<file path="src/csr_pkg.sv">
////////////////////////////////////////////////////////////
// csr unit shared definitions
// address map, op codes, widths and the mstatus word view
////////////////////////////////////////////////////////////
package csr_pkg;

  localparam int XLEN      = 32;
  localparam int CSR_AW    = 12;
  // byte address: op in 15:14, csr address in 13:2
  localparam int AXI_AW    = 16;
  localparam int HART_ID_W = 10;

  localparam logic [1:0] AXI_RESP_OKAY = 2'b00;

  typedef logic [CSR_AW-1:0] csr_addr_t;

  typedef enum logic [1:0] {
    CSR_OP_NONE  = 2'b00,
    CSR_OP_WRITE = 2'b01,
    CSR_OP_SET   = 2'b10,
    CSR_OP_CLEAR = 2'b11
  } csr_op_e;

  // machine mode map
  localparam csr_addr_t CSR_MSTATUS   = 12'h300;
  localparam csr_addr_t CSR_MTVEC     = 12'h305;
  localparam csr_addr_t CSR_MEPC      = 12'h341;
  localparam csr_addr_t CSR_MCAUSE    = 12'h342;
  localparam csr_addr_t CSR_MHARTID   = 12'hF14;
  localparam csr_addr_t CSR_PCER      = 12'h7A0;
  localparam csr_addr_t CSR_PCMR      = 12'h7A1;
  localparam csr_addr_t CSR_PCCR_BASE = 12'h780;
  localparam csr_addr_t CSR_PCCR_ALL  = 12'h79F;

  localparam int MSTATUS_MIE_BIT  = 3;
  localparam int MSTATUS_MPIE_BIT = 7;

  localparam int N_PERF     = 4;
  localparam int PERF_CYCLE = 0;
  localparam int PERF_INSTR = 1;
  localparam int PERF_LOAD  = 2;
  localparam int PERF_STORE = 3;

  // global enable in bit 0, saturate in bit 1
  localparam logic [1:0] PCMR_RESET = 2'b11;

  // interrupt flag in bit 5, code below
  typedef logic [5:0] mcause_t;

  typedef union packed {
    logic [XLEN-1:0] raw;
    struct packed {
      logic [XLEN-14:0]                             rsv_hi;
      logic [1:0]                                   mpp;
      logic [2:0]                                   rsv_pp;
      logic                                         mpie;
      logic [MSTATUS_MPIE_BIT-MSTATUS_MIE_BIT-2:0] rsv_mid;
      logic                                         mie;
      logic [MSTATUS_MIE_BIT-1:0]                   rsv_lo;
    } ms;
  } csr_word_u;

  // read-modify-write by op, none keeps the old value
  function automatic logic [XLEN-1:0] csr_apply_op(csr_op_e op, logic [XLEN-1:0] old_val,
                                                   logic [XLEN-1:0] data);
    logic [XLEN-1:0] res;
    case (op)
      CSR_OP_WRITE: res = data;
      CSR_OP_SET:   res = old_val | data;
      CSR_OP_CLEAR: res = old_val & ~data;
      default:      res = old_val;
    endcase
    return res;
  endfunction

endpackage
</file>
<file path="src/csr_req_if.sv">
////////////////////////////////////////////////////////////
// csr request channel with valid/ready handshake
////////////////////////////////////////////////////////////
`timescale 1ns/100ps

interface csr_req_if;
  import csr_pkg::*;

  logic            valid;
  logic            ready;
  logic            is_write;
  csr_op_e         op;
  csr_addr_t       addr;
  logic [XLEN-1:0] wdata;

  modport src (
    output valid,
    output is_write,
    output op,
    output addr,
    output wdata,
    input  ready
  );

  modport dst (
    input  valid,
    input  is_write,
    input  op,
    input  addr,
    input  wdata,
    output ready
  );

endinterface

</file>
<file path="src/csr_unit_top.sv">
////////////////////////////////////////////////////////////
// csr unit top, axi4-lite slave and core-side ports
////////////////////////////////////////////////////////////
`timescale 1ns/100ps

module csr_unit_top (
  input  logic                          clk,
  input  logic                          rst_n,
  input  logic                          s_awvalid_i,
  input  logic [csr_pkg::AXI_AW-1:0]    s_awaddr_i,
  output logic                          s_awready_o,
  input  logic                          s_wvalid_i,
  input  logic [csr_pkg::XLEN-1:0]      s_wdata_i,
  output logic                          s_wready_o,
  output logic                          s_bvalid_o,
  output logic [1:0]                    s_bresp_o,
  input  logic                          s_bready_i,
  input  logic                          s_arvalid_i,
  input  logic [csr_pkg::AXI_AW-1:0]    s_araddr_i,
  output logic                          s_arready_o,
  output logic                          s_rvalid_o,
  output logic [csr_pkg::XLEN-1:0]      s_rdata_o,
  output logic [1:0]                    s_rresp_o,
  input  logic                          s_rready_i,
  input  logic                          trap_i,
  input  csr_pkg::mcause_t              trap_cause_i,
  input  logic [csr_pkg::XLEN-1:0]      trap_pc_i,
  input  logic                          mret_i,
  input  logic                          instr_ret_i,
  input  logic                          mem_load_i,
  input  logic                          mem_store_i,
  input  logic [csr_pkg::HART_ID_W-1:0] hart_id_i,
  output logic [csr_pkg::XLEN-1:0]      epc_o,
  output logic [csr_pkg::XLEN-1:0]      mtvec_o,
  output logic                          m_irq_enable_o
);

  // front end to buffer, buffer to csr file
  csr_req_if front_req ();
  csr_req_if file_req ();

  csr_axil_front csr_axil_front_i (
    .clk         (clk),
    .rst_n       (rst_n),
    .s_awvalid_i (s_awvalid_i),
    .s_awaddr_i  (s_awaddr_i),
    .s_awready_o (s_awready_o),
    .s_wvalid_i  (s_wvalid_i),
    .s_wdata_i   (s_wdata_i),
    .s_wready_o  (s_wready_o),
    .s_arvalid_i (s_arvalid_i),
    .s_araddr_i  (s_araddr_i),
    .s_arready_o (s_arready_o),
    .req         (front_req.src)
  );

  csr_req_fifo csr_req_fifo_i (
    .clk   (clk),
    .rst_n (rst_n),
    .in    (front_req.dst),
    .out   (file_req.src)
  );

  csr_file csr_file_i (
    .clk            (clk),
    .rst_n          (rst_n),
    .req            (file_req.dst),
    .s_bvalid_o     (s_bvalid_o),
    .s_bresp_o      (s_bresp_o),
    .s_bready_i     (s_bready_i),
    .s_rvalid_o     (s_rvalid_o),
    .s_rdata_o      (s_rdata_o),
    .s_rresp_o      (s_rresp_o),
    .s_rready_i     (s_rready_i),
    .trap_i         (trap_i),
    .trap_cause_i   (trap_cause_i),
    .trap_pc_i      (trap_pc_i),
    .mret_i         (mret_i),
    .instr_ret_i    (instr_ret_i),
    .mem_load_i     (mem_load_i),
    .mem_store_i    (mem_store_i),
    .hart_id_i      (hart_id_i),
    .epc_o          (epc_o),
    .mtvec_o        (mtvec_o),
    .m_irq_enable_o (m_irq_enable_o)
  );

endmodule

</file>
<file path="src/csr_file.sv">
////////////////////////////////////////////////////////////
// machine mode csr file
// decode, read-modify-write, trap state and b/r responses
////////////////////////////////////////////////////////////
`timescale 1ns/100ps

module csr_file (
  input  logic                          clk,
  input  logic                          rst_n,
  csr_req_if.dst                        req,
  output logic                          s_bvalid_o,
  output logic [1:0]                    s_bresp_o,
  input  logic                          s_bready_i,
  output logic                          s_rvalid_o,
  output logic [csr_pkg::XLEN-1:0]      s_rdata_o,
  output logic [1:0]                    s_rresp_o,
  input  logic                          s_rready_i,
  input  logic                          trap_i,
  input  csr_pkg::mcause_t              trap_cause_i,
  input  logic [csr_pkg::XLEN-1:0]      trap_pc_i,
  input  logic                          mret_i,
  input  logic                          instr_ret_i,
  input  logic                          mem_load_i,
  input  logic                          mem_store_i,
  input  logic [csr_pkg::HART_ID_W-1:0] hart_id_i,
  output logic [csr_pkg::XLEN-1:0]      epc_o,
  output logic [csr_pkg::XLEN-1:0]      mtvec_o,
  output logic                          m_irq_enable_o
);
  import csr_pkg::*;

  logic            mie_q;
  logic            mpie_q;
  logic [XLEN-1:0] mtvec_q;
  logic [XLEN-1:0] mepc_q;
  mcause_t         mcause_q;

  logic            resp_valid_q;
  logic            resp_write_q;
  logic [XLEN-1:0] resp_rdata_q;

  logic            resp_drain;
  logic            accept;
  logic            csr_we;
  csr_op_e         acc_op;
  logic            perf_sel;
  logic [XLEN-1:0] perf_rdata;
  logic [XLEN-1:0] old_val;
  logic [XLEN-1:0] new_val;
  csr_word_u       status_rd;
  csr_word_u       status_wr;

  // pop only when the response slot is free or drains now
  assign resp_drain = resp_valid_q & (resp_write_q ? s_bready_i : s_rready_i);
  assign req.ready  = ~resp_valid_q | resp_drain;
  assign accept     = req.valid & req.ready;
  assign acc_op     = req.is_write ? req.op : CSR_OP_NONE;
  assign csr_we     = accept & (acc_op != CSR_OP_NONE);

  ////////////////////////////////////////////////////////////
  // decode and old value
  ////////////////////////////////////////////////////////////
  always_comb begin
    status_rd        = '0;
    status_rd.ms.mie  = mie_q;
    status_rd.ms.mpie = mpie_q;
    // always machine mode
    status_rd.ms.mpp  = 2'b11;
  end

  always_comb begin
    case (req.addr)
      CSR_MSTATUS: old_val = status_rd.raw;
      CSR_MTVEC:   old_val = mtvec_q;
      CSR_MEPC:    old_val = mepc_q;
      CSR_MCAUSE:  old_val = {mcause_q[5], {(XLEN-6){1'b0}}, mcause_q[4:0]};
      CSR_MHARTID: old_val = {{(XLEN-HART_ID_W){1'b0}}, hart_id_i};
      default:     old_val = perf_sel ? perf_rdata : '0;
    endcase
  end

  assign new_val       = csr_apply_op(acc_op, old_val, req.wdata);
  assign status_wr.raw = new_val;

  csr_perf_counters csr_perf_counters_i (
    .clk         (clk),
    .rst_n       (rst_n),
    .acc_valid_i (accept),
    .acc_op_i    (acc_op),
    .acc_addr_i  (req.addr),
    .acc_wdata_i (req.wdata),
    .sel_o       (perf_sel),
    .rdata_o     (perf_rdata),
    .instr_ret_i (instr_ret_i),
    .mem_load_i  (mem_load_i),
    .mem_store_i (mem_store_i)
  );

  ////////////////////////////////////////////////////////////
  // machine trap state
  ////////////////////////////////////////////////////////////
  always_ff @(posedge clk or negedge rst_n) begin
    if (!rst_n) begin
      mie_q    <= 1'b0;
      mpie_q   <= 1'b0;
      mtvec_q  <= '0;
      mepc_q   <= '0;
      mcause_q <= '0;
    end else begin
      if (csr_we && req.addr == CSR_MTVEC) begin
        mtvec_q <= new_val;
      end
      // trap and mret win over a csr write in the same cycle
      if (trap_i) begin
        mpie_q   <= mie_q;
        mie_q    <= 1'b0;
        mepc_q   <= trap_pc_i;
        mcause_q <= trap_cause_i;
      end else if (mret_i) begin
        mie_q  <= mpie_q;
        mpie_q <= 1'b1;
      end else if (csr_we) begin
        case (req.addr)
          CSR_MSTATUS: begin
            mie_q  <= status_wr.ms.mie;
            mpie_q <= status_wr.ms.mpie;
          end
          CSR_MEPC:   mepc_q   <= new_val;
          CSR_MCAUSE: mcause_q <= {new_val[XLEN-1], new_val[4:0]};
          default: ;
        endcase
      end
    end
  end

  // response slot, shared by b and r
  always_ff @(posedge clk or negedge rst_n) begin
    if (!rst_n) begin
      resp_valid_q <= 1'b0;
      resp_write_q <= 1'b0;
    end else if (accept) begin
      resp_valid_q <= 1'b1;
      resp_write_q <= req.is_write;
    end else if (resp_drain) begin
      resp_valid_q <= 1'b0;
    end
  end

  always_ff @(posedge clk) begin
    if (accept) begin
      resp_rdata_q <= old_val;
    end
  end

  assign s_bvalid_o = resp_valid_q & resp_write_q;
  assign s_bresp_o  = AXI_RESP_OKAY;
  assign s_rvalid_o = resp_valid_q & ~resp_write_q;
  assign s_rdata_o  = resp_rdata_q;
  assign s_rresp_o  = AXI_RESP_OKAY;

  assign epc_o          = mepc_q;
  assign mtvec_o        = mtvec_q;
  assign m_irq_enable_o = mie_q;

endmodule

</file>
<file path="src/csr_perf_counters.sv">
////////////////////////////////////////////////////////////
// performance counters with event enable (pcer),
// mode register (pcmr) and optional saturation
////////////////////////////////////////////////////////////
`timescale 1ns/100ps

module csr_perf_counters (
  input  logic                     clk,
  input  logic                     rst_n,
  input  logic                     acc_valid_i,
  input  csr_pkg::csr_op_e         acc_op_i,
  input  csr_pkg::csr_addr_t       acc_addr_i,
  input  logic [csr_pkg::XLEN-1:0] acc_wdata_i,
  output logic                     sel_o,
  output logic [csr_pkg::XLEN-1:0] rdata_o,
  input  logic                     instr_ret_i,
  input  logic                     mem_load_i,
  input  logic                     mem_store_i
);
  import csr_pkg::*;

  logic [N_PERF-1:0] pcer_q;
  logic [1:0]        pcmr_q;
  logic [XLEN-1:0]   cnt_q [N_PERF];
  logic [N_PERF-1:0] ev;
  logic [N_PERF-1:0] inc_q;
  logic              is_pcer;
  logic              is_pcmr;
  logic              is_pccr;
  logic              pccr_all;
  logic [4:0]        pccr_idx;
  logic [XLEN-1:0]   pcer_new;
  logic [XLEN-1:0]   pcmr_new;

  assign ev[PERF_CYCLE] = 1'b1;
  assign ev[PERF_INSTR] = instr_ret_i;
  assign ev[PERF_LOAD]  = mem_load_i;
  assign ev[PERF_STORE] = mem_store_i;

  // 0x780 to 0x79f, the last one hits every counter
  assign is_pcer  = (acc_addr_i == CSR_PCER);
  assign is_pcmr  = (acc_addr_i == CSR_PCMR);
  assign is_pccr  = (acc_addr_i[CSR_AW-1:5] == CSR_PCCR_BASE[CSR_AW-1:5]);
  assign pccr_all = (acc_addr_i == CSR_PCCR_ALL);
  assign pccr_idx = acc_addr_i[4:0];
  assign sel_o    = is_pcer | is_pcmr | is_pccr;

  always_comb begin
    rdata_o = '0;
    if (is_pcer) begin
      rdata_o[N_PERF-1:0] = pcer_q;
    end else if (is_pcmr) begin
      rdata_o[1:0] = pcmr_q;
    end else if (is_pccr && pccr_idx < N_PERF) begin
      rdata_o = cnt_q[pccr_idx[$clog2(N_PERF)-1:0]];
    end
  end

  assign pcer_new = csr_apply_op(acc_op_i, {{(XLEN-N_PERF){1'b0}}, pcer_q}, acc_wdata_i);
  assign pcmr_new = csr_apply_op(acc_op_i, {{(XLEN-2){1'b0}}, pcmr_q}, acc_wdata_i);

  always_ff @(posedge clk or negedge rst_n) begin
    if (!rst_n) begin
      pcer_q <= '0;
      pcmr_q <= PCMR_RESET;
      inc_q  <= '0;
      for (int i = 0; i < N_PERF; i++) begin
        cnt_q[i] <= '0;
      end
    end else begin
      // events registered once, count lands a cycle later
      inc_q <= ev & pcer_q & {N_PERF{pcmr_q[0]}};
      if (acc_valid_i && is_pcer) begin
        pcer_q <= pcer_new[N_PERF-1:0];
      end
      if (acc_valid_i && is_pcmr) begin
        pcmr_q <= pcmr_new[1:0];
      end
      for (int i = 0; i < N_PERF; i++) begin
        if (acc_valid_i && acc_op_i != CSR_OP_NONE && is_pccr &&
            (pccr_all || pccr_idx == i)) begin
          cnt_q[i] <= csr_apply_op(acc_op_i, cnt_q[i], acc_wdata_i);
        end else if (inc_q[i] && (cnt_q[i] != '1 || !pcmr_q[1])) begin
          cnt_q[i] <= cnt_q[i] + 1'b1;
        end
      end
    end
  end

endmodule

</file>
<file path="src/csr_req_fifo.sv">
////////////////////////////////////////////////////////////
// two-entry csr request buffer
////////////////////////////////////////////////////////////
`timescale 1ns/100ps

module csr_req_fifo (
  input  logic   clk,
  input  logic   rst_n,
  csr_req_if.dst in,
  csr_req_if.src out
);
  import csr_pkg::*;

  logic            is_write_mem [2];
  csr_op_e         op_mem       [2];
  csr_addr_t       addr_mem     [2];
  logic [XLEN-1:0] wdata_mem    [2];

  logic       wr_ptr_q;
  logic       rd_ptr_q;
  logic [1:0] count_q;
  logic       push;
  logic       pop;

  assign in.ready  = (count_q != 2'd2);
  assign out.valid = (count_q != 2'd0);
  assign push      = in.valid & in.ready;
  assign pop       = out.valid & out.ready;

  assign out.is_write = is_write_mem[rd_ptr_q];
  assign out.op       = op_mem[rd_ptr_q];
  assign out.addr     = addr_mem[rd_ptr_q];
  assign out.wdata    = wdata_mem[rd_ptr_q];

  // storage
  always_ff @(posedge clk) begin
    if (push) begin
      is_write_mem[wr_ptr_q] <= in.is_write;
      op_mem[wr_ptr_q]       <= in.op;
      addr_mem[wr_ptr_q]     <= in.addr;
      wdata_mem[wr_ptr_q]    <= in.wdata;
    end
  end

  always_ff @(posedge clk or negedge rst_n) begin
    if (!rst_n) begin
      wr_ptr_q <= 1'b0;
      rd_ptr_q <= 1'b0;
      count_q  <= 2'd0;
    end else begin
      if (push) begin
        wr_ptr_q <= ~wr_ptr_q;
      end
      if (pop) begin
        rd_ptr_q <= ~rd_ptr_q;
      end
      case ({push, pop})
        2'b10:   count_q <= count_q + 2'd1;
        2'b01:   count_q <= count_q - 2'd1;
        default: ;
      endcase
    end
  end

endmodule

</file>
<file path="src/csr_axil_front.sv">
////////////////////////////////////////////////////////////
// axi4-lite front end of the csr unit
// picks a paired aw/w write or an ar read, writes first,
// and splits the address into op and csr address
////////////////////////////////////////////////////////////
`timescale 1ns/100ps

module csr_axil_front (
  input  logic                        clk,
  input  logic                        rst_n,
  input  logic                        s_awvalid_i,
  input  logic [csr_pkg::AXI_AW-1:0]  s_awaddr_i,
  output logic                        s_awready_o,
  input  logic                        s_wvalid_i,
  input  logic [csr_pkg::XLEN-1:0]    s_wdata_i,
  output logic                        s_wready_o,
  input  logic                        s_arvalid_i,
  input  logic [csr_pkg::AXI_AW-1:0]  s_araddr_i,
  output logic                        s_arready_o,
  csr_req_if.src                      req
);
  import csr_pkg::*;

  logic wr_pair;
  logic wr_pend;
  logic sel_wr;
  logic sel_rd;
  logic rd_lock_q;

  assign wr_pair = s_awvalid_i & s_wvalid_i;
  assign wr_pend = s_awvalid_i | s_wvalid_i;

  // a read that was offered and stalled keeps the channel,
  // so a late write cannot change the fields under it
  assign sel_wr = wr_pair & ~rd_lock_q;
  assign sel_rd = s_arvalid_i & ~sel_wr & (rd_lock_q | ~wr_pend);

  ////////////////////////////////////////////////////////////
  // request fields
  ////////////////////////////////////////////////////////////
  assign req.valid    = sel_wr | sel_rd;
  assign req.is_write = sel_wr;
  assign req.op       = sel_wr ? csr_op_e'(s_awaddr_i[AXI_AW-1:AXI_AW-2]) : CSR_OP_NONE;
  assign req.addr     = sel_wr ? s_awaddr_i[CSR_AW+1:2] : s_araddr_i[CSR_AW+1:2];
  // strobes ignored, whole word always
  assign req.wdata    = s_wdata_i;

  // aw and w accepted together
  assign s_awready_o = sel_wr & req.ready;
  assign s_wready_o  = sel_wr & req.ready;
  assign s_arready_o = sel_rd & req.ready;

  always_ff @(posedge clk or negedge rst_n) begin
    if (!rst_n) begin
      rd_lock_q <= 1'b0;
    end else begin
      rd_lock_q <= sel_rd & ~req.ready;
    end
  end

endmodule

</file>
<file path="config.mk">
export PLATFORM = sky130hd
export DESIGN_NAME = csr_unit_top
export DESIGN_NICKNAME = d
export VERILOG_FILES = /design/src/csr_pkg.sv /design/src/csr_req_if.sv /design/src/csr_unit_top.sv /design/src/csr_file.sv /design/src/csr_perf_counters.sv /design/src/csr_req_fifo.sv /design/src/csr_axil_front.sv
export SDC_FILE = /design/constraint.sdc
export NUM_CORES = 1
export LEC_CHECK = 0
export BUFFER_PORTS_ARGS = -buffer_cell sky130_fd_sc_hd__buf_2
export CORE_ASPECT_RATIO = 2
export CORE_MARGIN = 1
export CORE_UTILIZATION = 24
export CTS_CLUSTER_SIZE = 40
export DETAILED_ROUTE_END_ITERATION = 16
export GPL_ROUTABILITY_DRIVEN = 0
export SETUP_SLACK_MARGIN = 0.02
export SYNTH_ARGS = -nofsm -noshare
export SYNTH_HDL_FRONTEND = slang
export SYNTH_SLANG_ARGS = --single-unit
</file>
<file path="constraint.sdc">
create_clock -name clk -period 7.5 [get_ports clk]
set_input_delay 1.5 -clock clk [delete_from_list [all_inputs] [get_ports clk]]
set_output_delay 1.5 -clock clk [all_outputs]
set_load 0.01 [all_outputs]
</file>
Word level (Yosys, flattened, before mapping). Memory sizes are Yosys's and may differ from the RTL's. Index checks and enable logic that the tools add are counted.

Bits in registers: 249. Bits in latches: 0. Memory bits (writable): 94. Bits in read-only memories: 0. Bits of input ports: 124. Output and inout port bits: 106. Word-level logic and storage cells: 200. Memories: 4.

$add $sub $neg: 6. $mul: 0. Div/mod/pow operators: 0. Magnitude comparators: 2. Equality and inequality tests: 27. Shifts and indexed selects: 0. Mux-type cells: 50. Bitwise gates (word level): 45. Reduce and logical (&&, ||, !) cells: 47.

Memories: csr_req_fifo_i.wdata_mem (depth 2, bits a word 32, rd ports 1, clocked after memory_dff 0, wr ports 1, RTL line csr_req_fifo.sv:17) `logic [XLEN-1:0] wdata_mem [2];`; csr_req_fifo_i.addr_mem (depth 2, bits a word 12, rd ports 1, clocked after memory_dff 0, wr ports 1, RTL line csr_req_fifo.sv:16) `csr_addr_t addr_mem [2];`; csr_req_fifo_i.op_mem (depth 2, bits a word 2, rd ports 1, clocked after memory_dff 0, wr ports 1, RTL line csr_req_fifo.sv:15) `csr_op_e op_mem [2];`; csr_req_fifo_i.is_write_mem (depth 2, bits a word 1, rd ports 1, clocked after memory_dff 0, wr ports 1, RTL line csr_req_fifo.sv:14) `logic is_write_mem [2];`.

Operators by type and width (count): $mux W32 (16); $pmux W32 S3 (5); $and A32 B32 Y32 (5); $or A32 B32 Y32 (5); $pmux W32 S5 (1); $add A32 B1 Y32 const B (4); $ne A32 B32 Y1 const B (4); $bmux W32 S2 (1); $eq A12 B10 Y1 const B (4); $eq A12 B11 Y1 const B (3); $not A32 Y32 (1); $mux W30 (1); $mux W28 (1); $mux W6 (4); $reduce_bool A2 Y1 (11); $ne A4 B1 Y1 const B (4); $logic_and A1 B1 Y1 (14); $reduce_and A2 Y1 (7); $and A1 B1 Y1 (13); $mux W1 (13); $and A4 B4 Y4 (3); $eq A12 B12 Y1 const B (1); $mux W12 (1); $pmux W4 S3 (1); 25 further kinds (54).

Longest topological paths before layout. An unclocked memory read counts as a cell.

Word-level depth: 16. Gate-level depth with buffers: 19. Mapped depth without buffers: 11.

Modules after synthesis. A second synthesis with hierarchy kept.

Cell total of the unflattened synthesis: 2157. Area, all modules: 21419.3 µm².

By module, submodules not included: csr_perf_counters (times used 1, cells each 1317, area each 11324.6 µm², seq. area each 3455.8 µm²); csr_file (times used 1, cells each 619, area each 5910.7 µm², seq. area each 2812.7 µm²); csr_req_fifo (times used 1, cells each 163, area each 3666.0 µm², seq. area each 2922.8 µm²); csr_axil_front (times used 1, cells each 58, area each 518.0 µm², seq. area each 25.0 µm²).

Worst setup path before layout. OpenSTA, ideal clock, no wires.

Path type: input to register. From: in s_awvalid_i. To: mem csr_req_fifo_i.addr_mem[1][0] (netlist name) (enable). Setup time: 0.457 ns. Data arrival time: 4.174 ns. Required time: 7.043 ns. Slack: 2.869 ns. Stages on the path: 4. Buffers on the path: 0. Cells stage by stage: nand3b_1 > nor2_1 > nor2_1 > nor2b_1.

Cells in the longest elaborated chain, start to end: 9. Elaborated cells on any way between the ends: 12. Those cells by class: 2 x mux; 10 x bitwise.

RTL lines: start: declaration (RTL line csr_unit_top.sv:9) `input logic s_awvalid_i,`; $and A1 B1 Y1 (RTL line csr_axil_front.sv:30) `assign wr_pair = s_awvalid_i & s_wvalid_i;`; $and A1 B1 Y1 (RTL line csr_axil_front.sv:35) `assign sel_wr = wr_pair & ~rd_lock_q;`; $not A1 Y1 (RTL line csr_axil_front.sv:36) `assign sel_rd = s_arvalid_i & ~sel_wr & (rd_lock_q | ~wr_pend);`; $and A1 B1 Y1 (2 in a row) (RTL line csr_axil_front.sv:36); $or A1 B1 Y1 * (RTL line csr_axil_front.sv:41) `assign req.valid = sel_wr | sel_rd;`; $and A1 B1 Y1 * (RTL line csr_req_fifo.sv:27) `assign push = in.valid & in.ready;`; $mux W1 * (RTL line csr_req_fifo.sv:37) `if (push) begin`; $mux W1 (not written as such) * (RTL line csr_req_fifo.sv:40) `addr_mem[wr_ptr_q] <= in.addr;`; end: declaration (RTL line csr_req_fifo.sv:16).

Mark *: on every way between the ends. The rest lies on a longest branch, timed or not.

Worst setup path in the final report.
From: reg csr_req_fifo_i.rd_ptr_q. To: reg csr_file_i.csr_perf_counters_i.cnt_q[102] (netlist name).

Cells in the longest elaborated chain, start to end: 8. Elaborated cells on any way between the ends: 24. Those cells by class: 6 x eq/ne; 3 x mux; 3 x bitwise; 8 x reduce/logical; 4 x memory.

RTL lines: start: declaration (RTL line csr_req_fifo.sv:20) `logic rd_ptr_q;`; start signal: assignment (RTL line csr_req_fifo.sv:55) `rd_ptr_q <= ~rd_ptr_q;`; $mem_v2 Z2 W2 or $mem_v2 Z2 W1 (tied branches); $mux W2 (RTL line csr_file.sv:57) `assign acc_op = req.is_write ? req.op : CSR_OP_NONE;`; $reduce_bool A2 Y1 (RTL line csr_perf_counters.sv:80) `if (acc_valid_i && acc_op_i != CSR_OP_NONE && is_pccr &&`; $logic_and A1 B1 Y1 (3 in a row) (RTL line csr_perf_counters.sv:80); $ne A4 B1 Y1 (no line) or $reduce_bool A2 Y1 (tied branches); $reduce_and A2 Y1 (no line); end signal: indexed assignment (RTL line csr_perf_counters.sv:82) `cnt_q[i] <= csr_apply_op(acc_op_i, cnt_q[i], acc_wdata_i);`; end signal: indexed assignment (RTL line csr_perf_counters.sv:84) `cnt_q[i] <= cnt_q[i] + 1'b1;`; end: declaration (RTL line csr_perf_counters.sv:24) `logic [XLEN-1:0] cnt_q [N_PERF];`.

Parallel ways exist; a longest one is shown, timed or not. A chain may end at the register's enable or synchronous reset.

==> out/metrics.cfg <==
[run_status]
status=finished with violations
failed_checks=capacitance limit, slew limit

[synthesis]
synth-xor-area-share_pct=1.92
synth_seq_cells=343
avgSynthCellArea_um2=9.58
muxShareOfSynthArea_pct=8.39
yosys.area_share.simple_pct=19.9
yosys-top-cells-count=252 x nand2_1, 215 x dfrtp_1, 206 x nor2_1
ys_seq_area_share_pct=44.9
yosysMostFrequentCell=nand2_1
synth_area_leaders=dfrtp_1 26%, edfxtp_1 18%, nand2_1 4.6%, nor2_1 3.8%, mux4_2 3.5%
synth_flop_cell=dfrtp_1
synth_compound_area_share_pct=20.5
synth_top_area_cell=dfrtp_1
async_reset_ff_share_pct=63.3
synth_area_um2=20500
yosys_warnings=0
synth_edf_count=126
synthCells=2142
yosys.area_share.adder_pct=0.549
synth_top_area_share_pct=26.2
synth_cell_types=97
synth_top_family_by_area=compound AO/OA/AOI/OAI gates

[worst_setup_path]
reg2reg_from=csr_req_fifo_i.rd_ptr_q
critPathLaunch=csr_req_fifo_i.rd_ptr_q
worstSetupPathType=flip-flop to flip-flop
rrSetupSlack_ns=2.52
cp_max_fo=68
r2r_end=csr_file_i.csr_perf_counters_i.cnt_q[102]
r2r_cells=10
cp-end-kind=flip-flop
required_ns=7.98
arrival_ns=5.47
critPathLaunchType=flip-flop

[detailed_routing]
wirelength_um=94400
first_pass_iters=6
wl_per_cell_um=27.7
vias_per_cell=5.81
vias=19800
drc=0
drt_first_iter_violations=2243
ant_nets=0

[grt]
grtUsageMet3_pct=4.94
grt_pass1_vias=19200
grt_antenna_before_repair=19
grt_use_met2_pct=35.5
grt_first_pass_wirelength_um=135000
grt-busiest-layer=met2
grt_max_degree=137
track_usage_pct=21.4
grt_util_met1_pct=22.4
grt_overflow=0

[place]
dp_cells=3339
place_hpwl_um=67600
numPortBuffers=219
place_area_um2=22800

[die]
boundaryPins=230
initial_utilization_pct=24.3
dieArea_um2=86800
core_area_um2=84600
die_height_um=416
fp.dieW_um=209
row_count=151

[clocking]
postCtsSetupBuffers=0
hold_buffers=0
cts_tree=done
cts_sinks=343
cts.clk_slew.worst_paths_ns=0.06
insertion_delay_ns=0.62
cts_max_level=2
cts_max_path_buffers=3
ctsResizeCount=0
cts_root_buf=clkbuf_16
cts_buffers=36

[timing]
clock_skew_ns=0.0369
slew_headroom_pct=-5.39
timing.setup.tns_ns=0
finalCriticalPeriod_ns=4.98
maxSlewViolCount=5
worst_slew_pin_slew_ns=1.57
rsz0062_at_grt=false
setup_viol=0
fmax_mhz=201
period_share_pct=66.5
hold_viol=0

[worst_hold_path]
hold_depth=2
min_to=csr_file_i.mtvec_o[1]
hp-class=flip-flop to flip-flop
worstHoldStart=csr_file_i.mtvec_o[1]

[final_layout]
multiInputGateArea_um2=10700
register_area_um2=9220
n_fill_cell=9003
final_area_um2=24100
post-route-util_pct=28.5
nets=2439
area_delta_synth_final_pct=17.4
fin_cells=3410
drive_gt1_share_pct=18.6

[pwr]
p_total_uw=7100
switching_power_uw=2920
internal_power_uw=4180
switching_share_pct=41.1
leakage_uw=0.00942
power_density_nw_per_um2=295
p_comb_share_pct=37.5
max-vdd-ir-drop_mv=0.188
p_clk_share_pct=28.7
power_frac_seq_pct=33.8

[flow_run]
max_cap_violations=1

-- kinds of logic (layout without fill, tap and decap cells) --
logic type      count (synthesis)  in the layout
fa+ha+maj                       9              9
compound gates                610            610
mux                           128            128
flops                         343            343
other cells                     1              9
buf+inv                       172            361
simple gates                  834            834
xor+xnor                       45             45
-- placed cells by master, fill, tap and decap left out, types with 18 or more instances in the layout --
master / n
dfrtp_1: 214
a211oi_1: 69
nor2_1: 201
nand2_1: 251
buf_4: 41
and2_1: 36
clkbuf_16: 37
o211ai_1: 18
nand4_1: 43
edfxtp_1: 126
a22oi_1: 57
a221oi_1: 18
and3_1: 50
a311oi_1: 40
buf_2: 218
o21ai_0: 142
mux2_2: 29
nor3_1: 70
xnor2_1: 30
a21oi_1: 110
and4_1: 23
mux2i_1: 61
inv_1: 33
mux4_2: 32
nand3_1: 59
-- through the flow --
step	setup slack, ns	hold WS, ns
final	2.52	0.512
after global routing	2.37	0.527
after CTS	2.81	0.504
after detailed placement	2.86	0.491
after global placement	2.84	0.480
after floorplan	2.87	0.460
-- power by group through the flow --
stage          clock network (uW)  logic, uW  registers (uW)
2_1_floorplan                   0       1510            2390
3_3_place_gp                    0       2560            2430
3_5_place_dp                    0       2570            2440
4_1_cts                      2040       2580            2400
5_1_grt                      2110       2780            2430
6_report                     2040       2670            2400
-- final cells by class --
class | instances | share of cell area, %
tap | 1071 | 5.56
timing repair buffer | 261 | 5.95
multi-input combinational | 1630 | 44.3
clock inverter | 23 | 1.34
clock buffer | 43 | 4.02
inverter | 34 | 0.530
sequential | 343 | 38.3
antenna | 5 | 0.0519
-- registers in the layout, indices dropped and copies added, names as in the netlist --
| register | flops |
|---|---|
| csr_file_i.s_rdata_o | 32 |
| csr_file_i.epc_o | 32 |
| csr_req_fifo_i.op_mem | 4 |
| csr_req_fifo_i.wr_ptr_q | 1 |
| csr_req_fifo_i.addr_mem | 24 |
| csr_req_fifo_i.is_write_mem | 2 |
| csr_file_i.mcause_q | 6 |
| csr_axil_front_i.rd_lock_q | 1 |
| csr_file_i.mpie_q | 1 |
| csr_file_i.csr_perf_counters_i.pcmr_q | 2 |
| csr_file_i.mtvec_o | 32 |
| csr_req_fifo_i.count_q | 2 |
| csr_file_i.csr_perf_counters_i.pcer_q | 4 |
| csr_file_i.csr_perf_counters_i.cnt_q | 128 |
| csr_file_i.m_irq_enable_o | 1 |
| csr_req_fifo_i.wdata_mem | 64 |
| csr_file_i.resp_write_q | 1 |
| csr_req_fifo_i.rd_ptr_q | 1 |
| csr_file_i.resp_valid_q | 1 |
| csr_file_i.csr_perf_counters_i.inc_q | 4 |
-- worst max-delay path, cell delays in order (launching register included) --
cell	delay [ns]
dfrtp_4	0.98
a32oi_1	0.34
inv_1	0.21
ha_1	0.16
buf_4	0.48
clkinv_1	0.76
nand2_1	0.88
nor2_1	0.20
nor2_1	0.47
nor2_1	0.09
a311oi_1	0.25
-- layer usage --
metal,share of wire (%),vias up
met3,8.3,467
met4,11,22
met2,47,1196
met5,0.16,-
met1,34,9618
li1,-,8504
-- how the worst max path moves through the flow --
stage | end | slack (ns) | cells after the start
floorplan | csr_req_fifo_i.addr_mem[1][0] | 2.87 | 4
global placement | csr_file_i.csr_perf_counters_i.cnt_q[102] | 2.84 | 10
detailed placement | csr_file_i.csr_perf_counters_i.cnt_q[2] | 2.86 | 11
CTS | csr_file_i.csr_perf_counters_i.cnt_q[2] | 2.81 | 11
global route | csr_file_i.csr_perf_counters_i.cnt_q[102] | 2.37 | 10
finish | csr_file_i.csr_perf_counters_i.cnt_q[102] | 2.52 | 10
Note: power is estimated with default switching activity, not from simulation.
